`src/design/mem_access_pkg.sv`:
```
package mem_access_pkg;

    typedef logic [31:0] addr_t;
    typedef logic [31:0] word_t;
    typedef logic [3:0]  strb_t;
    typedef logic [19:0] pfn_t;
    typedef logic [2:0]  cattr_t;
    typedef logic [1:0]  size_t;
    typedef logic [1:0]  store_kind_t;

    localparam int PAGE_OFFSET_BITS = 12;
    localparam int SEG_BITS         = 3;

    // upper three address bits
    localparam logic [SEG_BITS-1:0] KSEG0_SEG = 3'd4;
    localparam logic [SEG_BITS-1:0] KSEG1_SEG = 3'd5;

    localparam cattr_t CATTR_CACHED = 3'd3;

    localparam size_t SIZE_BYTE = 2'd0;
    localparam size_t SIZE_HALF = 2'd1;
    localparam size_t SIZE_WORD = 2'd2;

    localparam store_kind_t ST_NORMAL = 2'd0;
    localparam store_kind_t ST_LEFT   = 2'd1;   // swl
    localparam store_kind_t ST_RIGHT  = 2'd2;   // swr

endpackage

```
`src/design/mips_exc_pkg.sv`:
```
package mips_exc_pkg;

    typedef logic [4:0] exc_code_t;

    localparam exc_code_t EXC_INT  = 5'd0;
    localparam exc_code_t EXC_MOD  = 5'd1;
    localparam exc_code_t EXC_TLBL = 5'd2;     // also refill on load
    localparam exc_code_t EXC_TLBS = 5'd3;
    localparam exc_code_t EXC_ADEL = 5'd4;
    localparam exc_code_t EXC_ADES = 5'd5;
    localparam exc_code_t EXC_OV   = 5'd12;
    localparam exc_code_t EXC_TR   = 5'd13;

endpackage

```
`src/design/mem1_ifs.sv`:
```
`timescale 1ns/1ns

interface xlate_if;
    mem_access_pkg::addr_t   paddr;
    logic                    uncached;
    logic                    tlb_refill;
    logic                    tlb_exc;
    mips_exc_pkg::exc_code_t tlb_code;

    modport producer (output paddr, uncached, tlb_refill, tlb_exc, tlb_code);
    modport consumer (input paddr, uncached, tlb_refill, tlb_exc, tlb_code);
endinterface

interface exc_if;
    logic                    exc_valid;
    mips_exc_pkg::exc_code_t exc_code;
    mem_access_pkg::addr_t   badvaddr;

    modport producer (output exc_valid, exc_code, badvaddr);
    modport consumer (input exc_valid, exc_code, badvaddr);
endinterface

interface store_if;
    logic                  write_en;
    mem_access_pkg::strb_t wstrb;
    mem_access_pkg::word_t wdata;

    modport producer (output write_en, wstrb, wdata);
    modport consumer (input write_en, wstrb, wdata);
endinterface

```
`src/design/exc_prioritizer.sv`:
```
`timescale 1ns/1ns

module exc_prioritizer (
    input  mem_access_pkg::addr_t       vaddr,
    input  mem_access_pkg::addr_t       pc,
    input  logic                        is_load,
    input  logic                        is_store,
    input  mem_access_pkg::size_t       size,
    input  mem_access_pkg::store_kind_t store_kind,
    input  logic                        overflow,
    input  logic                        trap,
    input  logic                        interrupt,
    input  logic                        prev_exc,
    input  mips_exc_pkg::exc_code_t     prev_code,
    xlate_if.consumer                   xl,
    exc_if.producer                     ex
);

    logic misaligned;
    logic ades;
    logic adel;

    // swl/swr are allowed at any offset
    assign misaligned = (store_kind == mem_access_pkg::ST_NORMAL) &&
                        ((size == mem_access_pkg::SIZE_HALF && vaddr[0]) ||
                         (size == mem_access_pkg::SIZE_WORD && vaddr[1:0] != 2'b00));
    assign ades = is_store & misaligned;
    assign adel = is_load & misaligned;

    always_comb begin
        ex.exc_valid = 1'b1;
        ex.exc_code  = prev_code;
        ex.badvaddr  = '0;
        if (interrupt) begin
            ex.exc_code = mips_exc_pkg::EXC_INT;
        end else if (overflow) begin
            ex.exc_code = mips_exc_pkg::EXC_OV;
        end else if (trap) begin
            ex.exc_code = mips_exc_pkg::EXC_TR;
        end else if (ades) begin
            ex.exc_code = mips_exc_pkg::EXC_ADES;
            ex.badvaddr = vaddr;
        end else if (adel) begin
            ex.exc_code = mips_exc_pkg::EXC_ADEL;
            ex.badvaddr = vaddr;
        end else if (xl.tlb_exc) begin
            ex.exc_code = xl.tlb_code;
            ex.badvaddr = vaddr;
        end else if (prev_exc) begin
            ex.badvaddr = pc;   // earlier stages fault on the fetch address
        end else begin
            ex.exc_valid = 1'b0;
        end
    end

    tlb_code_legal: assert final (!xl.tlb_exc || xl.tlb_code == mips_exc_pkg::EXC_MOD ||
        xl.tlb_code == mips_exc_pkg::EXC_TLBL || xl.tlb_code == mips_exc_pkg::EXC_TLBS)
        else $error("tlb exception with code %h", xl.tlb_code);

endmodule

```
`src/design/llsc_monitor.sv`:
```
`timescale 1ns/1ns

module llsc_monitor (
    input  logic                  clk,
    input  logic                  rst_n,
    input  logic                  accept,
    input  mem_access_pkg::addr_t vaddr,
    input  logic                  is_ll,
    input  logic                  is_sc,
    input  logic                  kill,
    exc_if.consumer               ex,
    output logic                  sc_ok
);

    logic                  link;
    mem_access_pkg::addr_t link_addr;
    logic                  set_link;

    assign set_link = accept & is_ll & ~kill & ~ex.exc_valid;

    always_ff @(posedge clk) begin
        if (!rst_n) begin
            link <= 1'b0;
        end else if (accept && (kill || ex.exc_valid)) begin
            link <= 1'b0;
        end else if (set_link) begin
            link <= 1'b1;
        end
    end

    always_ff @(posedge clk) begin
        if (set_link)
            link_addr <= vaddr;
    end

    assign sc_ok = is_sc & link & (link_addr == vaddr);

endmodule

```
`src/design/mem1_stage.sv`:
```
`timescale 1ns/1ns

module mem1_stage (
    input  logic                        clk,
    input  logic                        rst_n,
    input  logic                        in_valid,
    output logic                        in_ready,
    input  mem_access_pkg::addr_t       vaddr,
    input  mem_access_pkg::addr_t       pc,
    input  logic                        is_load,
    input  logic                        is_store,
    input  mem_access_pkg::size_t       size,
    input  mem_access_pkg::store_kind_t store_kind,
    input  mem_access_pkg::word_t       store_data,
    input  logic                        is_ll,
    input  logic                        is_sc,
    input  logic                        kill,
    input  logic                        overflow,
    input  logic                        trap,
    input  logic                        interrupt,
    input  logic                        prev_exc,
    input  mips_exc_pkg::exc_code_t     prev_code,
    input  logic                        tlb_found,
    input  logic                        tlb_v,
    input  logic                        tlb_d,
    input  mem_access_pkg::pfn_t        tlb_pfn,
    input  mem_access_pkg::cattr_t      tlb_c,
    input  mem_access_pkg::cattr_t      k0_attr,
    output logic                        req_valid,
    input  logic                        req_ready,
    output logic                        req_mem,
    output logic                        req_uncached,
    output logic                        req_write,
    output mem_access_pkg::addr_t       req_paddr,
    output mem_access_pkg::strb_t       req_wstrb,
    output mem_access_pkg::word_t       req_wdata,
    output logic                        exc_valid,
    output mips_exc_pkg::exc_code_t     exc_code,
    output mem_access_pkg::addr_t       badvaddr,
    output logic                        sc_result
);

    logic access;
    logic accept;
    logic sc_ok;

    xlate_if xl_bus ();
    exc_if   ex_bus ();
    store_if st_bus ();

    assign access = is_load | is_store;
    assign accept = in_valid & in_ready;

    mem_addr_xlate xlate_inst (
        .vaddr(vaddr), .access(access), .is_store(is_store),
        .tlb_found(tlb_found), .tlb_v(tlb_v), .tlb_d(tlb_d),
        .tlb_pfn(tlb_pfn), .tlb_c(tlb_c), .k0_attr(k0_attr),
        .prev_exc(prev_exc), .xl(xl_bus)
    );

    exc_prioritizer exc_inst (
        .vaddr(vaddr), .pc(pc), .is_load(is_load), .is_store(is_store),
        .size(size), .store_kind(store_kind), .overflow(overflow), .trap(trap),
        .interrupt(interrupt), .prev_exc(prev_exc), .prev_code(prev_code),
        .xl(xl_bus), .ex(ex_bus)
    );

    llsc_monitor llsc_inst (
        .clk(clk), .rst_n(rst_n), .accept(accept), .vaddr(vaddr),
        .is_ll(is_ll), .is_sc(is_sc), .kill(kill), .ex(ex_bus), .sc_ok(sc_ok)
    );

    store_align store_inst (
        .is_store(is_store), .is_sc(is_sc), .sc_ok(sc_ok), .size(size),
        .store_kind(store_kind), .paddr_low(xl_bus.paddr[1:0]),
        .store_data(store_data), .st(st_bus)
    );

    mem_req_issue issue_inst (
        .clk(clk), .rst_n(rst_n), .in_valid(in_valid), .in_ready(in_ready),
        .access(access), .kill(kill), .is_sc(is_sc),
        .xl(xl_bus), .ex(ex_bus), .st(st_bus),
        .req_valid(req_valid), .req_ready(req_ready), .req_mem(req_mem),
        .req_uncached(req_uncached), .req_write(req_write), .req_paddr(req_paddr),
        .req_wstrb(req_wstrb), .req_wdata(req_wdata), .exc_valid(exc_valid),
        .exc_code(exc_code), .badvaddr(badvaddr), .sc_result(sc_result)
    );

endmodule

```
`src/design/mem_addr_xlate.sv`:
```
`timescale 1ns/1ns

module mem_addr_xlate (
    input  mem_access_pkg::addr_t  vaddr,
    input  logic                   access,
    input  logic                   is_store,
    input  logic                   tlb_found,
    input  logic                   tlb_v,
    input  logic                   tlb_d,
    input  mem_access_pkg::pfn_t   tlb_pfn,
    input  mem_access_pkg::cattr_t tlb_c,
    input  mem_access_pkg::cattr_t k0_attr,
    input  logic                   prev_exc,
    xlate_if.producer              xl
);

    localparam int SEG_LO = $bits(mem_access_pkg::addr_t) - mem_access_pkg::SEG_BITS;

    logic [mem_access_pkg::SEG_BITS-1:0] seg;
    logic mapped;
    logic kseg0;
    logic kseg1;
    logic check;
    logic tlb_inv;
    logic tlb_mod;

    assign seg    = vaddr[SEG_LO +: mem_access_pkg::SEG_BITS];
    assign mapped = ~seg[2] | seg[1];   // kuseg, kseg2, kseg3
    assign kseg0  = seg == mem_access_pkg::KSEG0_SEG;
    assign kseg1  = seg == mem_access_pkg::KSEG1_SEG;

    assign xl.paddr = mapped ? {tlb_pfn, vaddr[mem_access_pkg::PAGE_OFFSET_BITS-1:0]}
                             : {{mem_access_pkg::SEG_BITS{1'b0}}, vaddr[SEG_LO-1:0]};

    always_comb begin
        if (kseg1)
            xl.uncached = 1'b1;
        else if (kseg0)
            xl.uncached = k0_attr != mem_access_pkg::CATTR_CACHED;
        else
            xl.uncached = tlb_c != mem_access_pkg::CATTR_CACHED;
    end

    // tlb result only matters for a mapped access with no older exception
    assign check         = access & mapped & ~prev_exc;
    assign xl.tlb_refill = check & ~tlb_found;
    assign tlb_inv       = check & tlb_found & ~tlb_v;
    assign tlb_mod       = check & tlb_found & tlb_v & ~tlb_d & is_store;
    assign xl.tlb_exc    = xl.tlb_refill | tlb_inv | tlb_mod;

    assign xl.tlb_code = tlb_mod  ? mips_exc_pkg::EXC_MOD  :
                         is_store ? mips_exc_pkg::EXC_TLBS :
                                    mips_exc_pkg::EXC_TLBL;

    unmapped_no_tlb_exc: assert final (!((kseg0 || kseg1) && xl.tlb_exc))
        else $error("tlb exception %h on unmapped address %h", xl.tlb_code, vaddr);

endmodule

```
`src/design/mem_req_issue.sv`:
```
`timescale 1ns/1ns

module mem_req_issue (
    input  logic                           clk,
    input  logic                           rst_n,
    input  logic                           in_valid,
    output logic                           in_ready,
    input  logic                           access,
    input  logic                           kill,
    input  logic                           is_sc,
    xlate_if.consumer                      xl,
    exc_if.consumer                        ex,
    store_if.consumer                      st,
    output logic                           req_valid,
    input  logic                           req_ready,
    output logic                           req_mem,
    output logic                           req_uncached,
    output logic                           req_write,
    output mem_access_pkg::addr_t          req_paddr,
    output mem_access_pkg::strb_t          req_wstrb,
    output mem_access_pkg::word_t          req_wdata,
    output logic                           exc_valid,
    output mips_exc_pkg::exc_code_t        exc_code,
    output mem_access_pkg::addr_t          badvaddr,
    output logic                           sc_result
);

    logic accept;
    logic mem_go;
    logic write_go;

    assign in_ready = ~req_valid | req_ready;   // empty or draining
    assign accept   = in_valid & in_ready;

    // failed sc drops its request through write_en
    assign mem_go   = access & ~ex.exc_valid & ~kill & (~is_sc | st.write_en);
    assign write_go = mem_go & st.write_en;

    always_ff @(posedge clk) begin
        if (!rst_n) begin
            req_valid <= 1'b0;
            req_mem   <= 1'b0;
            req_write <= 1'b0;
            exc_valid <= 1'b0;
            sc_result <= 1'b0;
        end else if (accept) begin
            req_valid <= 1'b1;
            req_mem   <= mem_go;
            req_write <= write_go;
            exc_valid <= ex.exc_valid & ~kill;
            sc_result <= is_sc & mem_go;
        end else if (req_ready) begin
            req_valid <= 1'b0;
        end
    end

    always_ff @(posedge clk) begin
        if (accept) begin
            req_uncached <= xl.uncached;
            req_paddr    <= xl.paddr;
            req_wstrb    <= write_go ? st.wstrb : '0;
            req_wdata    <= st.wdata;
            exc_code     <= ex.exc_code;
            badvaddr     <= ex.badvaddr;
        end
    end

    hold_while_stalled: assert property (@(posedge clk) disable iff (!rst_n)
        req_valid && !req_ready |=> req_valid && $stable({req_mem, req_uncached, req_write,
            req_paddr, req_wstrb, req_wdata, exc_valid, exc_code, badvaddr, sc_result}))
        else $error("output changed while stalled");

    strobe_needs_write: assert property (@(posedge clk) disable iff (!rst_n)
        req_valid |-> (req_wstrb != '0) == req_write)
        else $error("strobe %h does not match write %b", req_wstrb, req_write);

endmodule

```
`src/design/store_align.sv`:
```
`timescale 1ns/1ns

module store_align (
    input  logic                        is_store,
    input  logic                        is_sc,
    input  logic                        sc_ok,
    input  mem_access_pkg::size_t       size,
    input  mem_access_pkg::store_kind_t store_kind,
    input  logic [1:0]                  paddr_low,
    input  mem_access_pkg::word_t       store_data,
    store_if.producer                   st
);

    mem_access_pkg::strb_t strb;

    assign st.write_en = is_store & (~is_sc | sc_ok);

    always_comb begin
        case (store_kind)
            mem_access_pkg::ST_LEFT: begin
                case (paddr_low)
                    2'd0:    strb = 4'b0001;
                    2'd1:    strb = 4'b0011;
                    2'd2:    strb = 4'b0111;
                    default: strb = 4'b1111;
                endcase
            end
            mem_access_pkg::ST_RIGHT: begin
                case (paddr_low)
                    2'd0:    strb = 4'b1111;
                    2'd1:    strb = 4'b1110;
                    2'd2:    strb = 4'b1100;
                    default: strb = 4'b1000;
                endcase
            end
            default: begin
                if (size == mem_access_pkg::SIZE_BYTE)
                    strb = 4'b0001 << paddr_low;
                else if (size == mem_access_pkg::SIZE_HALF)
                    strb = paddr_low[1] ? 4'b1100 : 4'b0011;
                else
                    strb = 4'b1111;
            end
        endcase
    end

    assign st.wstrb = st.write_en ? strb : '0;

    always_comb begin
        if (store_kind == mem_access_pkg::ST_LEFT)
            st.wdata = store_data >> {~paddr_low, 3'b000};  // msbs down to lane 0
        else if (store_kind == mem_access_pkg::ST_RIGHT)
            st.wdata = store_data << {paddr_low, 3'b000};   // lsbs up to lane 3
        else if (size == mem_access_pkg::SIZE_BYTE)
            st.wdata = {4{store_data[7:0]}};
        else if (size == mem_access_pkg::SIZE_HALF)
            st.wdata = {2{store_data[15:0]}};
        else
            st.wdata = store_data;
    end

endmodule

```
`config.mk`:
```
export PLATFORM = sky130hd
export DESIGN_NAME = mem1_stage
export DESIGN_NICKNAME = d
export VERILOG_FILES = /design/src/design/mem_access_pkg.sv /design/src/design/mips_exc_pkg.sv /design/src/design/mem1_ifs.sv /design/src/design/exc_prioritizer.sv /design/src/design/llsc_monitor.sv /design/src/design/mem1_stage.sv /design/src/design/mem_addr_xlate.sv /design/src/design/mem_req_issue.sv /design/src/design/store_align.sv
export SDC_FILE = /design/constraint.sdc
export NUM_CORES = 1
export LEC_CHECK = 0
export BUFFER_PORTS_ARGS = -buffer_cell sky130_fd_sc_hd__buf_4
export CORE_ASPECT_RATIO = 1.5
export CORE_MARGIN = 2
export CORE_UTILIZATION = 50
export DETAILED_ROUTE_END_ITERATION = 6
export MAX_ROUTING_LAYER = met4
export PLACE_DENSITY = 0.84
export SETUP_SLACK_MARGIN = 0.2
export SLEW_MARGIN = 20
export SYNTH_ARGS = -nofsm -noshare
export SYNTH_HDL_FRONTEND = slang
export SYNTH_HIERARCHICAL = 1
export SYNTH_SLANG_ARGS = --single-unit
export TNS_END_PERCENT = 100
```
`constraint.sdc`:
```
create_clock -name clk -period 11.5 [get_ports clk]
set_clock_uncertainty 0.15 [all_clocks]
set_input_delay 2.3 -clock clk [delete_from_list [all_inputs] [get_ports clk]]
set_output_delay 2.3 -clock clk [all_outputs]
set_load 0.02 [all_outputs]
```
# Yosys cells after proc, flatten, opt, wreduce, memory -nomap -nowiden
# Index checks and enable logic that the tools add are counted.
# Widths: inputs -> output; s select.
[totals]
reg_bits = 144
in_bits = 147
output_inout_bits = 112
elab_cells = 119
[classes]
n_eq_ne = 11
shift = 3
mux = 32
bitwise = 41
n_reduce_logical = 16
[ops]
columns = ["operator", "count"]
rows = [
  ["$mux 32", 8],
  ["$eq 32x32->1", 1],
  ["$shl 32x5->32", 1],
  ["$shr 32x5->32", 1],
  ["$mux 29", 1],
  ["$mux 4", 7],
  ["$and 1x1->1", 23],
  ["$pmux 4 s3", 1],
  ["$mux 1", 11],
  ["$mux 5", 2],
  ["$not 1->1", 10],
  ["$pmux 3 s3", 1],
  ["$pmux 4 s2", 1],
  ["$or 1x1->1", 7],
  ["$eq 2x1->1 const B", 3],
  ["$eq 2x2->1 const B", 3],
  ["$eq 3x3->1 const B", 2],
  ["$logic_not 2->1", 3],
  ["$ne 3x2->1 const B", 2],
  ["$reduce_or 5->1", 1],
  ["$logic_and 1x1->1", 4],
  ["$reduce_bool 2->1", 2],
  ["$reduce_or 2->1", 2],
  ["$shl 1x2->4 const A", 1],
  ["4 further kinds", 5],
]

# Depth between registers and ports, before layout
# Gate-level depths: netlist (run 1).
[depth]
word_depth = 21
depth_mapped = 9
ltp_nobuf = 8

# By module
# The synthesis (run 1) kept the hierarchy.
[modules_own_cells]
columns = ["module", "n_inst", "cells_per_inst", "area_per_inst_um2", "seq_area_each_um2"]
rows = [
  ["mem_req_issue", 1, 135, 3448.3, 3283.1],
  ["store_align", 1, 231, 1806.7, 0.0],
  ["llsc_monitor", 1, 83, 1365.1, 980.9],
  ["exc_prioritizer", 1, 135, 963.4, 0.0],
  ["mem_addr_xlate", 1, 50, 440.4, 0.0],
  ["mem1_stage", 1, 2, 12.5, 0.0],
]

# Worst setup path before layout (run 1)
# OpenSTA, ideal clock, no wires.
[synth_path]
path_kind = "input port to flip-flop"
startpoint = "in req_ready"
endpoint = "reg issue_inst.badvaddr[0] (enable)"
setup_time_ns = 0.577
t_arrival_ns = 6.848
t_required_ns = 10.773
setup_slack_ns = 3.924
cell_stages = 2
n_path_buf = 0
path_cell_list = "nor2b_4 nor2_1"
[synth_between]
elab_chain_cells = 2
[synth_lines]
columns = ["element", "line", "source"]
rows = [
  ["start, declared", "mem1_stage.sv:30", "input logic req_ready,"],
  ["$or 1x1->1", "mem_req_issue.sv:32", "assign in_ready = ~req_valid | req_ready;"],
  ["$and 1x1->1", "mem_req_issue.sv:33", "assign accept = in_valid & in_ready;"],
  ["named net issue_inst.accept", "mem_req_issue.sv:28", "logic accept;"],
  ["end signal, assigned", "mem_req_issue.sv:64", "badvaddr <= ex.badvaddr;"],
  ["end, declared", "mem_req_issue.sv:24", "output mem_access_pkg::addr_t badvaddr,"],
]
# The timed path passes the listed nets, and every way through them passes these cells.
# A chain may end at the register's enable or synchronous reset.

# Worst setup path in the final report (run 1)
[layout_path]
startpoint = "in req_ready"
endpoint = "out in_ready"
[layout_between]
elab_chain_cells = 1
[layout_lines]
columns = ["element", "line", "source"]
rows = [
  ["$or 1x1->1", "mem_req_issue.sv:32", ""],
  ["end, declared", "mem1_stage.sv:7", "output logic in_ready,"],
]
# No other way between the ends.

==> run metrics, run 1 <==
cell family with most CP delay buffers and inverters; number of input and output port buffers inserted 258; upper clock frequency limit 0.1867 GHz; WHS 334.4 ps; area used by multi-input combinational logic 3232 um^2; maxcap violations 0; required time of the critical path 9050 ps; FP Rows 56; via count of the first global-routing pass 5906; Resized cells post-CTS 0; period utilisation layout 46.58%; TritonCTS Buffers 17; Core Region 15700 um^2; routed via count divided by cell count 5.680; count of mapped cells out of synthesis 635; clock tree sinks 144; cell with the most instances on the worst path buf_4; final routed DRC violation total 0; final-stage net count 1012; overall power consumption 1429 uW; type of the worst setup path in -> out; ANT nets after route 0; Global Route Usage Sum 24.74%; initial core utilization 51.17%; antenna diode instance count 0; highest-delay cell along the critical path buf_4; Die H 159.2 um; Min Clock Period, post-route 5356 ps; placed wire-length estimate after detailed placement 14.91 mm; hold-fix buffer count after cts 0; hold violation total from the final report 0; Post-DP Area 9784 um^2; CTS tree done; RePlAce Congestion 0.9009; total congestion overflow 0; Lkg Pwr 0.004106 uW; Least-Margin Pin Slew 943.6 ps; nature of the critical path endpoint output pin; largest stage delay on the critical path 180 ps; Synthesis Warnings 6; number of buffer and inverter instances along the worst setup path 3; buffer cell driving the clock tree root clkbuf_16; fraction of layout cells with a size suffix above 1 40.98%; global-route wire length before repair 31.73 mm; Crit path arrival time 2910 ps; deepest clock path buffer count 2; largest net degree at the start of global routing 59; number of antenna violations at the first check in global routing 0; aggregate negative setup slack 0 ps; CP startpoint kind input pin; post-CTS setup repair buffer count 0; cell area power density 137.7 nW/um^2; relative max-transition margin 36.96%; Final Slew Violations 0; routed length per instance 19.50 um; outcome finished, final reports clean; flip-flop and latch area 4264 um^2; cell area after layout 10380 um^2; path class of the lowest-slack min-delay path reg -> reg; die span in x 107.5 um; I/O pin count 259; source-to-sink clock delay at the later pin of the worst-skew pair 410 ps; Post-Route WL 21.04 mm; H-tree levels 4; die footprint 17110 um^2; number of filler cells placed in the layout 1199; largest vdd supply drop 0.08184 mV; utilization of the core after routing 66.14%; overall via count from detail_route 6129; layout overhead on the synthesized area 29.24%; clock transition at the register clock pins on the worst setup and hold paths after CTS 60 ps; crit-path max FO 6; first-pass iteration count of the detailed router 5; ordered cell list for the critical path buf_4 > nor2b_4 > inv_1 > buf_4; final number of setup-violating endpoints 0; mean post-synth cell area 12.65 um^2; setup repair after global routing missed its margin no; post-synthesis instance area 8031 um^2; violation count after the first detailed-routing iteration 410
==> worst paths after layout <==
path                                               from                      end  slack [ps]  depth (start not counted)
worst min register to register     issue_inst/req_write     issue_inst/req_write         330                          2
worst min-delay path               issue_inst/req_write     issue_inst/req_write         330                          2
worst max-delay path                          req_ready                 in_ready        6140                          4
worst max register to register  llsc_inst/link_addr[17]  issue_inst/req_wstrb[2]        9020                          7
==> power by group <==
group	switching [uW]	internal, uW
Combinational	136	115
Sequential	8.55	609
Clock	233	326
Total	378	1050
==> through the flow <==
stage,instances,setup WS (ps)
2_1_floorplan,637,3924
6_report,1079,6144
3_5_place_dp,1047,6156
5_1_grt,1079,6109
3_3_place_gp,1047,6185
4_1_cts,1079,6152
==> worst register-to-register path: stages, from the launching register on <==
cell and delay (ps):
edfxtp_1 390, xnor2_1 150, nand4_1 200, or4_1 580
nor3_2 180, o21ai_0 260, a311oi_1 250, and3_2 200
==> cells in the final DEF, fill, tap and decap left out, types with 3 or more instances in the layout <==
cell          n
buf_4       266
and3_2        4
nor2_1       12
nand3_1       3
mux4_2        6
o22ai_1       9
nor4_1        4
o311ai_1      7
a22o_1        8
or3b_1        9
xnor2_1      16
nor2b_4       3
a31oi_1       4
a221o_1       8
mux2_2       33
dfxtp_1       6
nor3_1        4
a22oi_1      15
xor2_1       16
a21o_1        9
a21oi_1      12
clkbuf_16    17
nor2b_1      13
o21ai_0      17
a211oi_1     11
nand2_1      85
clkinvlp_4    3
inv_1        10
nand4_1       5
mux2i_1      56
edfxtp_1    138
inv_6         6
conb_1        3
nand2b_1      4
==> final cells by class <==
| class | instances | share of cell area (%) |
|---|---|---|
| timing repair buffer | 266 | 19.24 |
| multi-input combinational | 424 | 31.14 |
| sequential | 144 | 41.08 |
| inverter | 10 | 0.3616 |
| clock buffer | 17 | 4.098 |
| clock inverter | 15 | 1.639 |
| tap | 203 | 2.447 |
==> sequential cells by signal, summed over array words and instances, names as in the netlist, 4 cells and up <==
name and count:
issue_inst/badvaddr 32, issue_inst/exc_code 5, issue_inst/req_paddr 32, issue_inst/req_wdata 32
issue_inst/req_wstrb 4, llsc_inst/link_addr 32
==> per-layer routing <==
metal  global-route usage (%)  wire, um
met5                        -         0
met4                    8.974       535
met3                    5.772      1748
met2                    42.60     11060
met1                    27.70      7696
Power figures use the tool's default switching activity.
==> inputs of run 2 (changes only) <==
==> constraint.sdc (replaced) <==
create_clock -name clk -period 5.5 [get_ports clk]
set_clock_uncertainty 0.15 [all_clocks]
set_input_delay 1.1 -clock clk [delete_from_list [all_inputs] [get_ports clk]]
set_output_delay 1.1 -clock clk [all_outputs]
set_load 0.02 [all_outputs]
==> run 2 against run 1 <==
First-iteration DRC count down 16%. Critical path type is now in -> reg. Worst setup slack worse by 4100 ps. Register-to-register slack worse by 6000 ps. Hold slack worse by 2.2 ps. Clock power up 93%. Die area unchanged. Cell count about the same. Non-clock buffer count unchanged. Largest power group unchanged. Sequential cell count unchanged.
==> run metrics, run 2 (synthesis results as in run 1) <==
topmost layer with routed signal wires met4; Cells on Worst Hold Path 2 (unchanged); reg-to-reg startpoint llsc_inst/link_addr[3]; path class of the lowest-slack min-delay path reg -> reg; upper clock frequency limit 0.2898 GHz; most common library cell in the layout ignoring fill and taps buf_4; Clock power frac 37.2% (-2.0 points); outcome finished, final reports clean; number of input and output port buffers inserted 258 (unchanged); routed length per instance 19.65 um (+0.74%); path length in cells of the critical path 7 (+3); crit-path max FO 32 (+26); RePlAce Congestion 0.8932 (-0.85%); source-to-sink clock delay at the later pin of the worst-skew pair 410 ps (about the same); number of buffer and inverter instances along the worst setup path 3 (unchanged); largest net degree at the start of global routing 59 (unchanged); CTS tree done; Psw 793.3 uW (+110%); via count of the first global-routing pass 6055 (+2.5%); Internal 2108 uW (+100%); deepest clock path buffer count 2 (unchanged); cell family with most CP delay simple AND/OR/NAND/NOR gates; Reg-to-Reg End issue_inst/req_wstrb[2]; violation count after the first detailed-routing iteration 343 (-16%); met2 routed wirelength 11.21 mm (+1.3%); Least-Margin Pin Slew 998.4 ps (+54.78 ps); combinational fraction of design power 18.3% (+0.7 points); final-stage net count 1012 (unchanged); maxcap violations 0 (unchanged); global-route wire length before repair 32.44 mm (+2.2%); fraction of layout cells with a size suffix above 1 41.03% (+0.047 points); hold-fix buffer count after cts 0 (unchanged); period utilisation layout 62.74%; total congestion overflow 0 (unchanged); top library cells by usage in the layout, fill and taps aside 265 x buf_4, 138 x edfxtp_1, 85 x nand2_1; required time of the critical path 5400 ps (-3650 ps); Min Clock Period, post-route 3451 ps; type of the worst setup path in -> reg; I/O pin count 259 (unchanged); largest vdd supply drop 0.1702 mV (+110%); ordered cell list for the critical path buf_4 > nor2b_4 > a311oi_1 > buf_4 > or4_1 > nor3_2 > buf_4; TritonCTS Buffers 17 (unchanged); Core Region 15700 um^2 (unchanged); Die H 159.2 um (unchanged); number of antenna violations at the first check in global routing 0 (unchanged); nature of the critical path endpoint flip-flop; number of filler cells placed in the layout 1189 (-0.83%); min-delay src issue_inst/req_mem; initial core utilization 51.17% (unchanged); sequential fraction of design power 44.5% (+1.3 points); ANT nets after route 0 (unchanged); die span in x 107.5 um (unchanged); largest stage delay on the critical path 630 ps (+450 ps); overall via count from detail_route 6181 (+0.85%); final routed DRC violation total 0 (unchanged); aggregate negative setup slack 0 ps (unchanged); detailed-routing wirelength on met1 7.744 mm (+0.62%); setup repair after global routing missed its margin no; die footprint 17110 um^2 (unchanged); Post-DP Area 9777 um^2 (about the same); final number of setup-violating endpoints 0 (unchanged); routed via count divided by cell count 5.734 (+0.94%); first-pass iteration count of the detailed router 5 (unchanged); post-CTS setup repair buffer count 0 (unchanged); buffer cell driving the clock tree root clkbuf_16; Lkg Pwr 0.004081 uW (-0.59%); FP Rows 56 (unchanged); highest-delay cell along the critical path or4_1; Post-Route WL 21.18 mm (+0.65%); clock transition at the register clock pins on the worst setup and hold paths after CTS 70 ps (about the same); Resized cells post-CTS 0 (unchanged); clock tree sinks 144 (unchanged); placed wire-length estimate after detailed placement 15.15 mm (+1.6%); switching share of power 27.34% (+0.88 points); layout overhead on the synthesized area 28.96%; H-tree levels 4 (unchanged); cell area power density 280.1 nW/um^2 (+100%); met3 layer wire length in the routed design 1.555 mm (-11%); Global Route Usage Sum 25.20% (+0.46 points); Register-to-Register Path Depth 7 (unchanged); capture endpoint of the worst hold path issue_inst/req_mem; cell area after layout 10360 um^2 (-0.22%); cell with the most instances on the worst path buf_4; slack of the worst reg-to-reg path 3040 ps (-5980 ps); antenna diode instance count 0 (unchanged); relative max-transition margin 33.30% (-3.7 points); Crit path arrival time 3350 ps (+440 ps); Final Slew Violations 0 (unchanged); CP startpoint kind input pin; hold violation total from the final report 0 (unchanged)
-- run 2: worst max-delay path by stage --
stage	from	to	slack, ps
2_1_floorplan	vaddr[31]	llsc_inst/link_addr[0]	310
3_3_place_gp	vaddr[31]	llsc_inst/link_addr[16]	1690
3_5_place_dp	vaddr[31]	llsc_inst/link_addr[16]	1640
4_1_cts	vaddr[31]	llsc_inst/link_addr[10]	2070
5_1_grt	vaddr[31]	llsc_inst/link_addr[15]	1940
6_report	vaddr[31]	llsc_inst/link_addr[12]	2050
-- run 2: layout make-up --
class | count | area (um^2) | share of cell area (%)
inverter | 10 | 37.54 | 0.3624
clock inverter | 14 | 127.6 | 1.232
tap | 203 | 254.0 | 2.452
multi-input combinational | 424 | 3232 | 31.20
timing repair buffer | 266 | 2017 | 19.47
sequential | 144 | 4264 | 41.17
clock buffer | 17 | 425.4 | 4.107
-- run 2: stage by stage --
step | setup WS [ps] | total power (uW) | util, % | std cells | hold WS (ps)
floorplan | 311.1 | 1618 | - | 637 | 301.2
global placement | 1691 | 1831 | 62.29 | 1046 | 315.3
detailed placement | 1645 | 1839 | 62.29 | 1046 | 319.8
CTS | 2073 | 2916 | 65.82 | 1077 | 331.4
global route | 1945 | 3013 | 65.99 | 1078 | 352.9
finish | 2049 | 2901 | 65.99 | 1078 | 332.1
-- run 2: worst min-delay path: stages (launching register included) --
cell,delay [ps]
dfxtp_1,310
nand2_1,60
o22ai_1,70
-- run 2: routing by layer --
layer | up-vias | track usage, %
met4 | 0 | 9.266
met3 | 49 | 5.362
met5 | - | -
met2 | 316 | 43.68
met1 | 2975 | 28.23
li1 | 2841 | -
-- run 2: power by group through the flow --
stage	sequential, uW	combinational [uW]	clock (uW)
CTS	1290	527	1100
detailed placement	1310	525	0
global route	1300	564	1150
global placement	1310	517	0
floorplan	1390	229	0
finish	1290	530	1080
==> inputs of run 3 (changes only) <==
==> constraint.sdc (replaced) <==
create_clock -name clk -period 3.2 [get_ports clk]
set_clock_uncertainty 0.15 [all_clocks]
set_input_delay 0.64 -clock clk [delete_from_list [all_inputs] [get_ports clk]]
set_output_delay 0.64 -clock clk [all_outputs]
set_load 0.02 [all_outputs]
==> run 3 against run 2 <==
Worst setup slack worse by 1300 ps. Combinational power is 74% higher. Cell count up 1.0%. Hold slack got worse by 40 ps. Utilization rose by 0.88 points. Largest power group unchanged. First-iteration DRC count rose by 6.4%. Non-clock buffer count rose by 11. Power is 78% higher. Highest routed layer unchanged. Sequential power grew 72%. Global-route usage is 1.1 points higher. Register-to-register slack got worse by 2300 ps.
==> run metrics, run 3 (synthesis results as in run 1) <==
outcome finished, final reports clean; maxcap violations 0 (unchanged); largest vdd supply drop 0.3339 mV (+96%); source-to-sink clock delay at the later pin of the worst-skew pair 410 ps (about the same); nature of the critical path endpoint flip-flop; Post-Route WL 21.77 mm (+2.8%); global-route wire length before repair 33.65 mm (+3.7%); combinational fraction of design power 17.9% (-0.4 points); most common library cell in the layout ignoring fill and taps buf_4; Global Route Usage Sum 26.34% (+1.1 points); clock transition at the register clock pins on the worst setup and hold paths after CTS 70 ps (about the same); switching share of power 26.57% (-0.77 points); buffer cell driving the clock tree root clkbuf_16; number of input and output port buffers inserted 258 (unchanged); period utilisation layout 76.26%; crit-path max FO 5 (-84%); Resized cells post-CTS 0 (unchanged); ANT nets after route 0 (unchanged); via count of the first global-routing pass 6177 (+2.0%); relative max-transition margin 35.65% (+2.3 points); aggregate negative setup slack 0 ps (unchanged); number of filler cells placed in the layout 1217 (+2.4%); TritonCTS Buffers 17 (unchanged); Post-DP Area 9902 um^2 (+1.3%); violation count after the first detailed-routing iteration 365 (+6.4%); die span in x 107.5 um (unchanged); first-pass iteration count of the detailed router 5 (unchanged); Die H 159.2 um (unchanged); overall power consumption 5159 uW (+78%); largest net degree at the start of global routing 56 (-5.1%); type of the worst setup path reg -> reg; required time of the critical path 3330 ps (-2070 ps); final number of setup-violating endpoints 0 (unchanged); Psw 1371 uW (+73%); routed via count divided by cell count 5.708 (-0.45%); Min Clock Period, post-route 2440 ps; antenna diode instance count 0 (unchanged); Lkg Pwr 0.004172 uW (+2.2%); top library cells by usage in the layout, fill and taps aside 275 x buf_4, 138 x edfxtp_1, 85 x nand2_1; clock tree sinks 144 (unchanged); final-stage net count 1023 (+1.1%); fraction of layout cells with a size suffix above 1 41.87% (+0.85 points); Least-Margin Pin Slew 962.7 ps (-35.67 ps); CTS tree done; Core Region 15700 um^2 (unchanged); layout overhead on the synthesized area 30.67%; placed wire-length estimate after detailed placement 15.80 mm (+4.2%); path class of the lowest-slack min-delay path in -> reg; Clock power frac 39.1% (+1.9 points); deepest clock path buffer count 2 (unchanged); H-tree levels 4 (unchanged); upper clock frequency limit 0.4098 GHz; FP Rows 56 (unchanged); initial core utilization 51.17% (unchanged); die footprint 17110 um^2 (unchanged); Final Slew Violations 0 (unchanged); cell area after layout 10500 um^2 (+1.3%); post-CTS setup repair buffer count 0 (unchanged); sequential fraction of design power 43.1% (-1.4 points); Internal 3789 uW (+80%); setup repair after global routing missed its margin no; I/O pin count 259 (unchanged); overall via count from detail_route 6216 (+0.57%); routed length per instance 19.99 um (+1.8%); Crit path arrival time 2570 ps (-780 ps); utilization of the core after routing 66.87% (+0.88 points); hold violation total from the final report 0 (unchanged); cell area power density 491.6 nW/um^2 (+75%); hold-fix buffer count after cts 0 (unchanged); number of antenna violations at the first check in global routing 0 (unchanged); total congestion overflow 0 (unchanged); final routed DRC violation total 0 (unchanged); RePlAce Congestion 0.9468 (+6.0%); CP startpoint kind flip-flop
-- run 3: cell types whose count changed in the layout (fill, tap and decap cells not counted), moves of 2 or more --
cell,change
buf_4,+10
buf_12,+2
bufinv_16,+2
clkinvlp_4,-2
-- run 3: stage by stage --
| stage | worst slack [ps] | std cells | hold WS, ps |
|---|---|---|---|
| after floorplan | -8.042 | 637 | 301.2 |
| after detailed placement | 346.9 | 1058 | 314.2 |
| after global routing | 486.4 | 1089 | 272.7 |
| after CTS | 711.9 | 1089 | 272.2 |
| after global placement | 384.3 | 1058 | 311.6 |
| final | 759.8 | 1089 | 291.9 |
-- run 3: cell type report --
type / instances / area [um^2] / area share [%]
clock buffers: 17 / 425.4 / 4.053
clock inverters: 14 / 167.7 / 1.598
inverters: 10 / 37.54 / 0.3577
multi-input cells: 424 / 3242 / 30.89
flip-flops and latches: 144 / 4264 / 40.63
well taps: 203 / 254.0 / 2.420
repair buffers: 277 / 2105 / 20.05
-- run 3: power groups by stage --
stage / logic (uW) / clock network [uW] / registers, uW
after global placement: 906 / 0 / 2260
after detailed placement: 918 / 0 / 2260
after global routing: 980 / 2150 / 2230
final: 923 / 2010 / 2220
after CTS: 921 / 2050 / 2220
after floorplan: 397 / 0 / 2380
-- run 3: path summary, 6_finish.rpt --
check,cells after the start,slack [ps],start,endpoint
setup / recovery,7,760,llsc_inst/link_addr[28],issue_inst/req_wstrb[2]
hold / removal,1,290,vaddr[3],issue_inst/req_paddr[3]
setup reg to reg,7,760,llsc_inst/link_addr[28],issue_inst/req_wstrb[2]
hold reg to reg,2,330,issue_inst/req_write,issue_inst/req_write
-- run 3: worst max-delay path, stage by stage (launching register included) --
cell      delay [ps]
edfxtp_1         380
xor2_1           180
nor4_1           440
nand4_1          220
nor3_2           230
o21ai_0          230
a311oi_1         270
and3_2           210
-- run 3: per-layer routing --
metal	vias to the layer above	wire (um)	GRT usage, %
met4	0	651	9.732
met3	50	1570	5.035
met1	2997	7903	29.56
met5	-	0	-
li1	2853	-	-
met2	316	11650	46.00
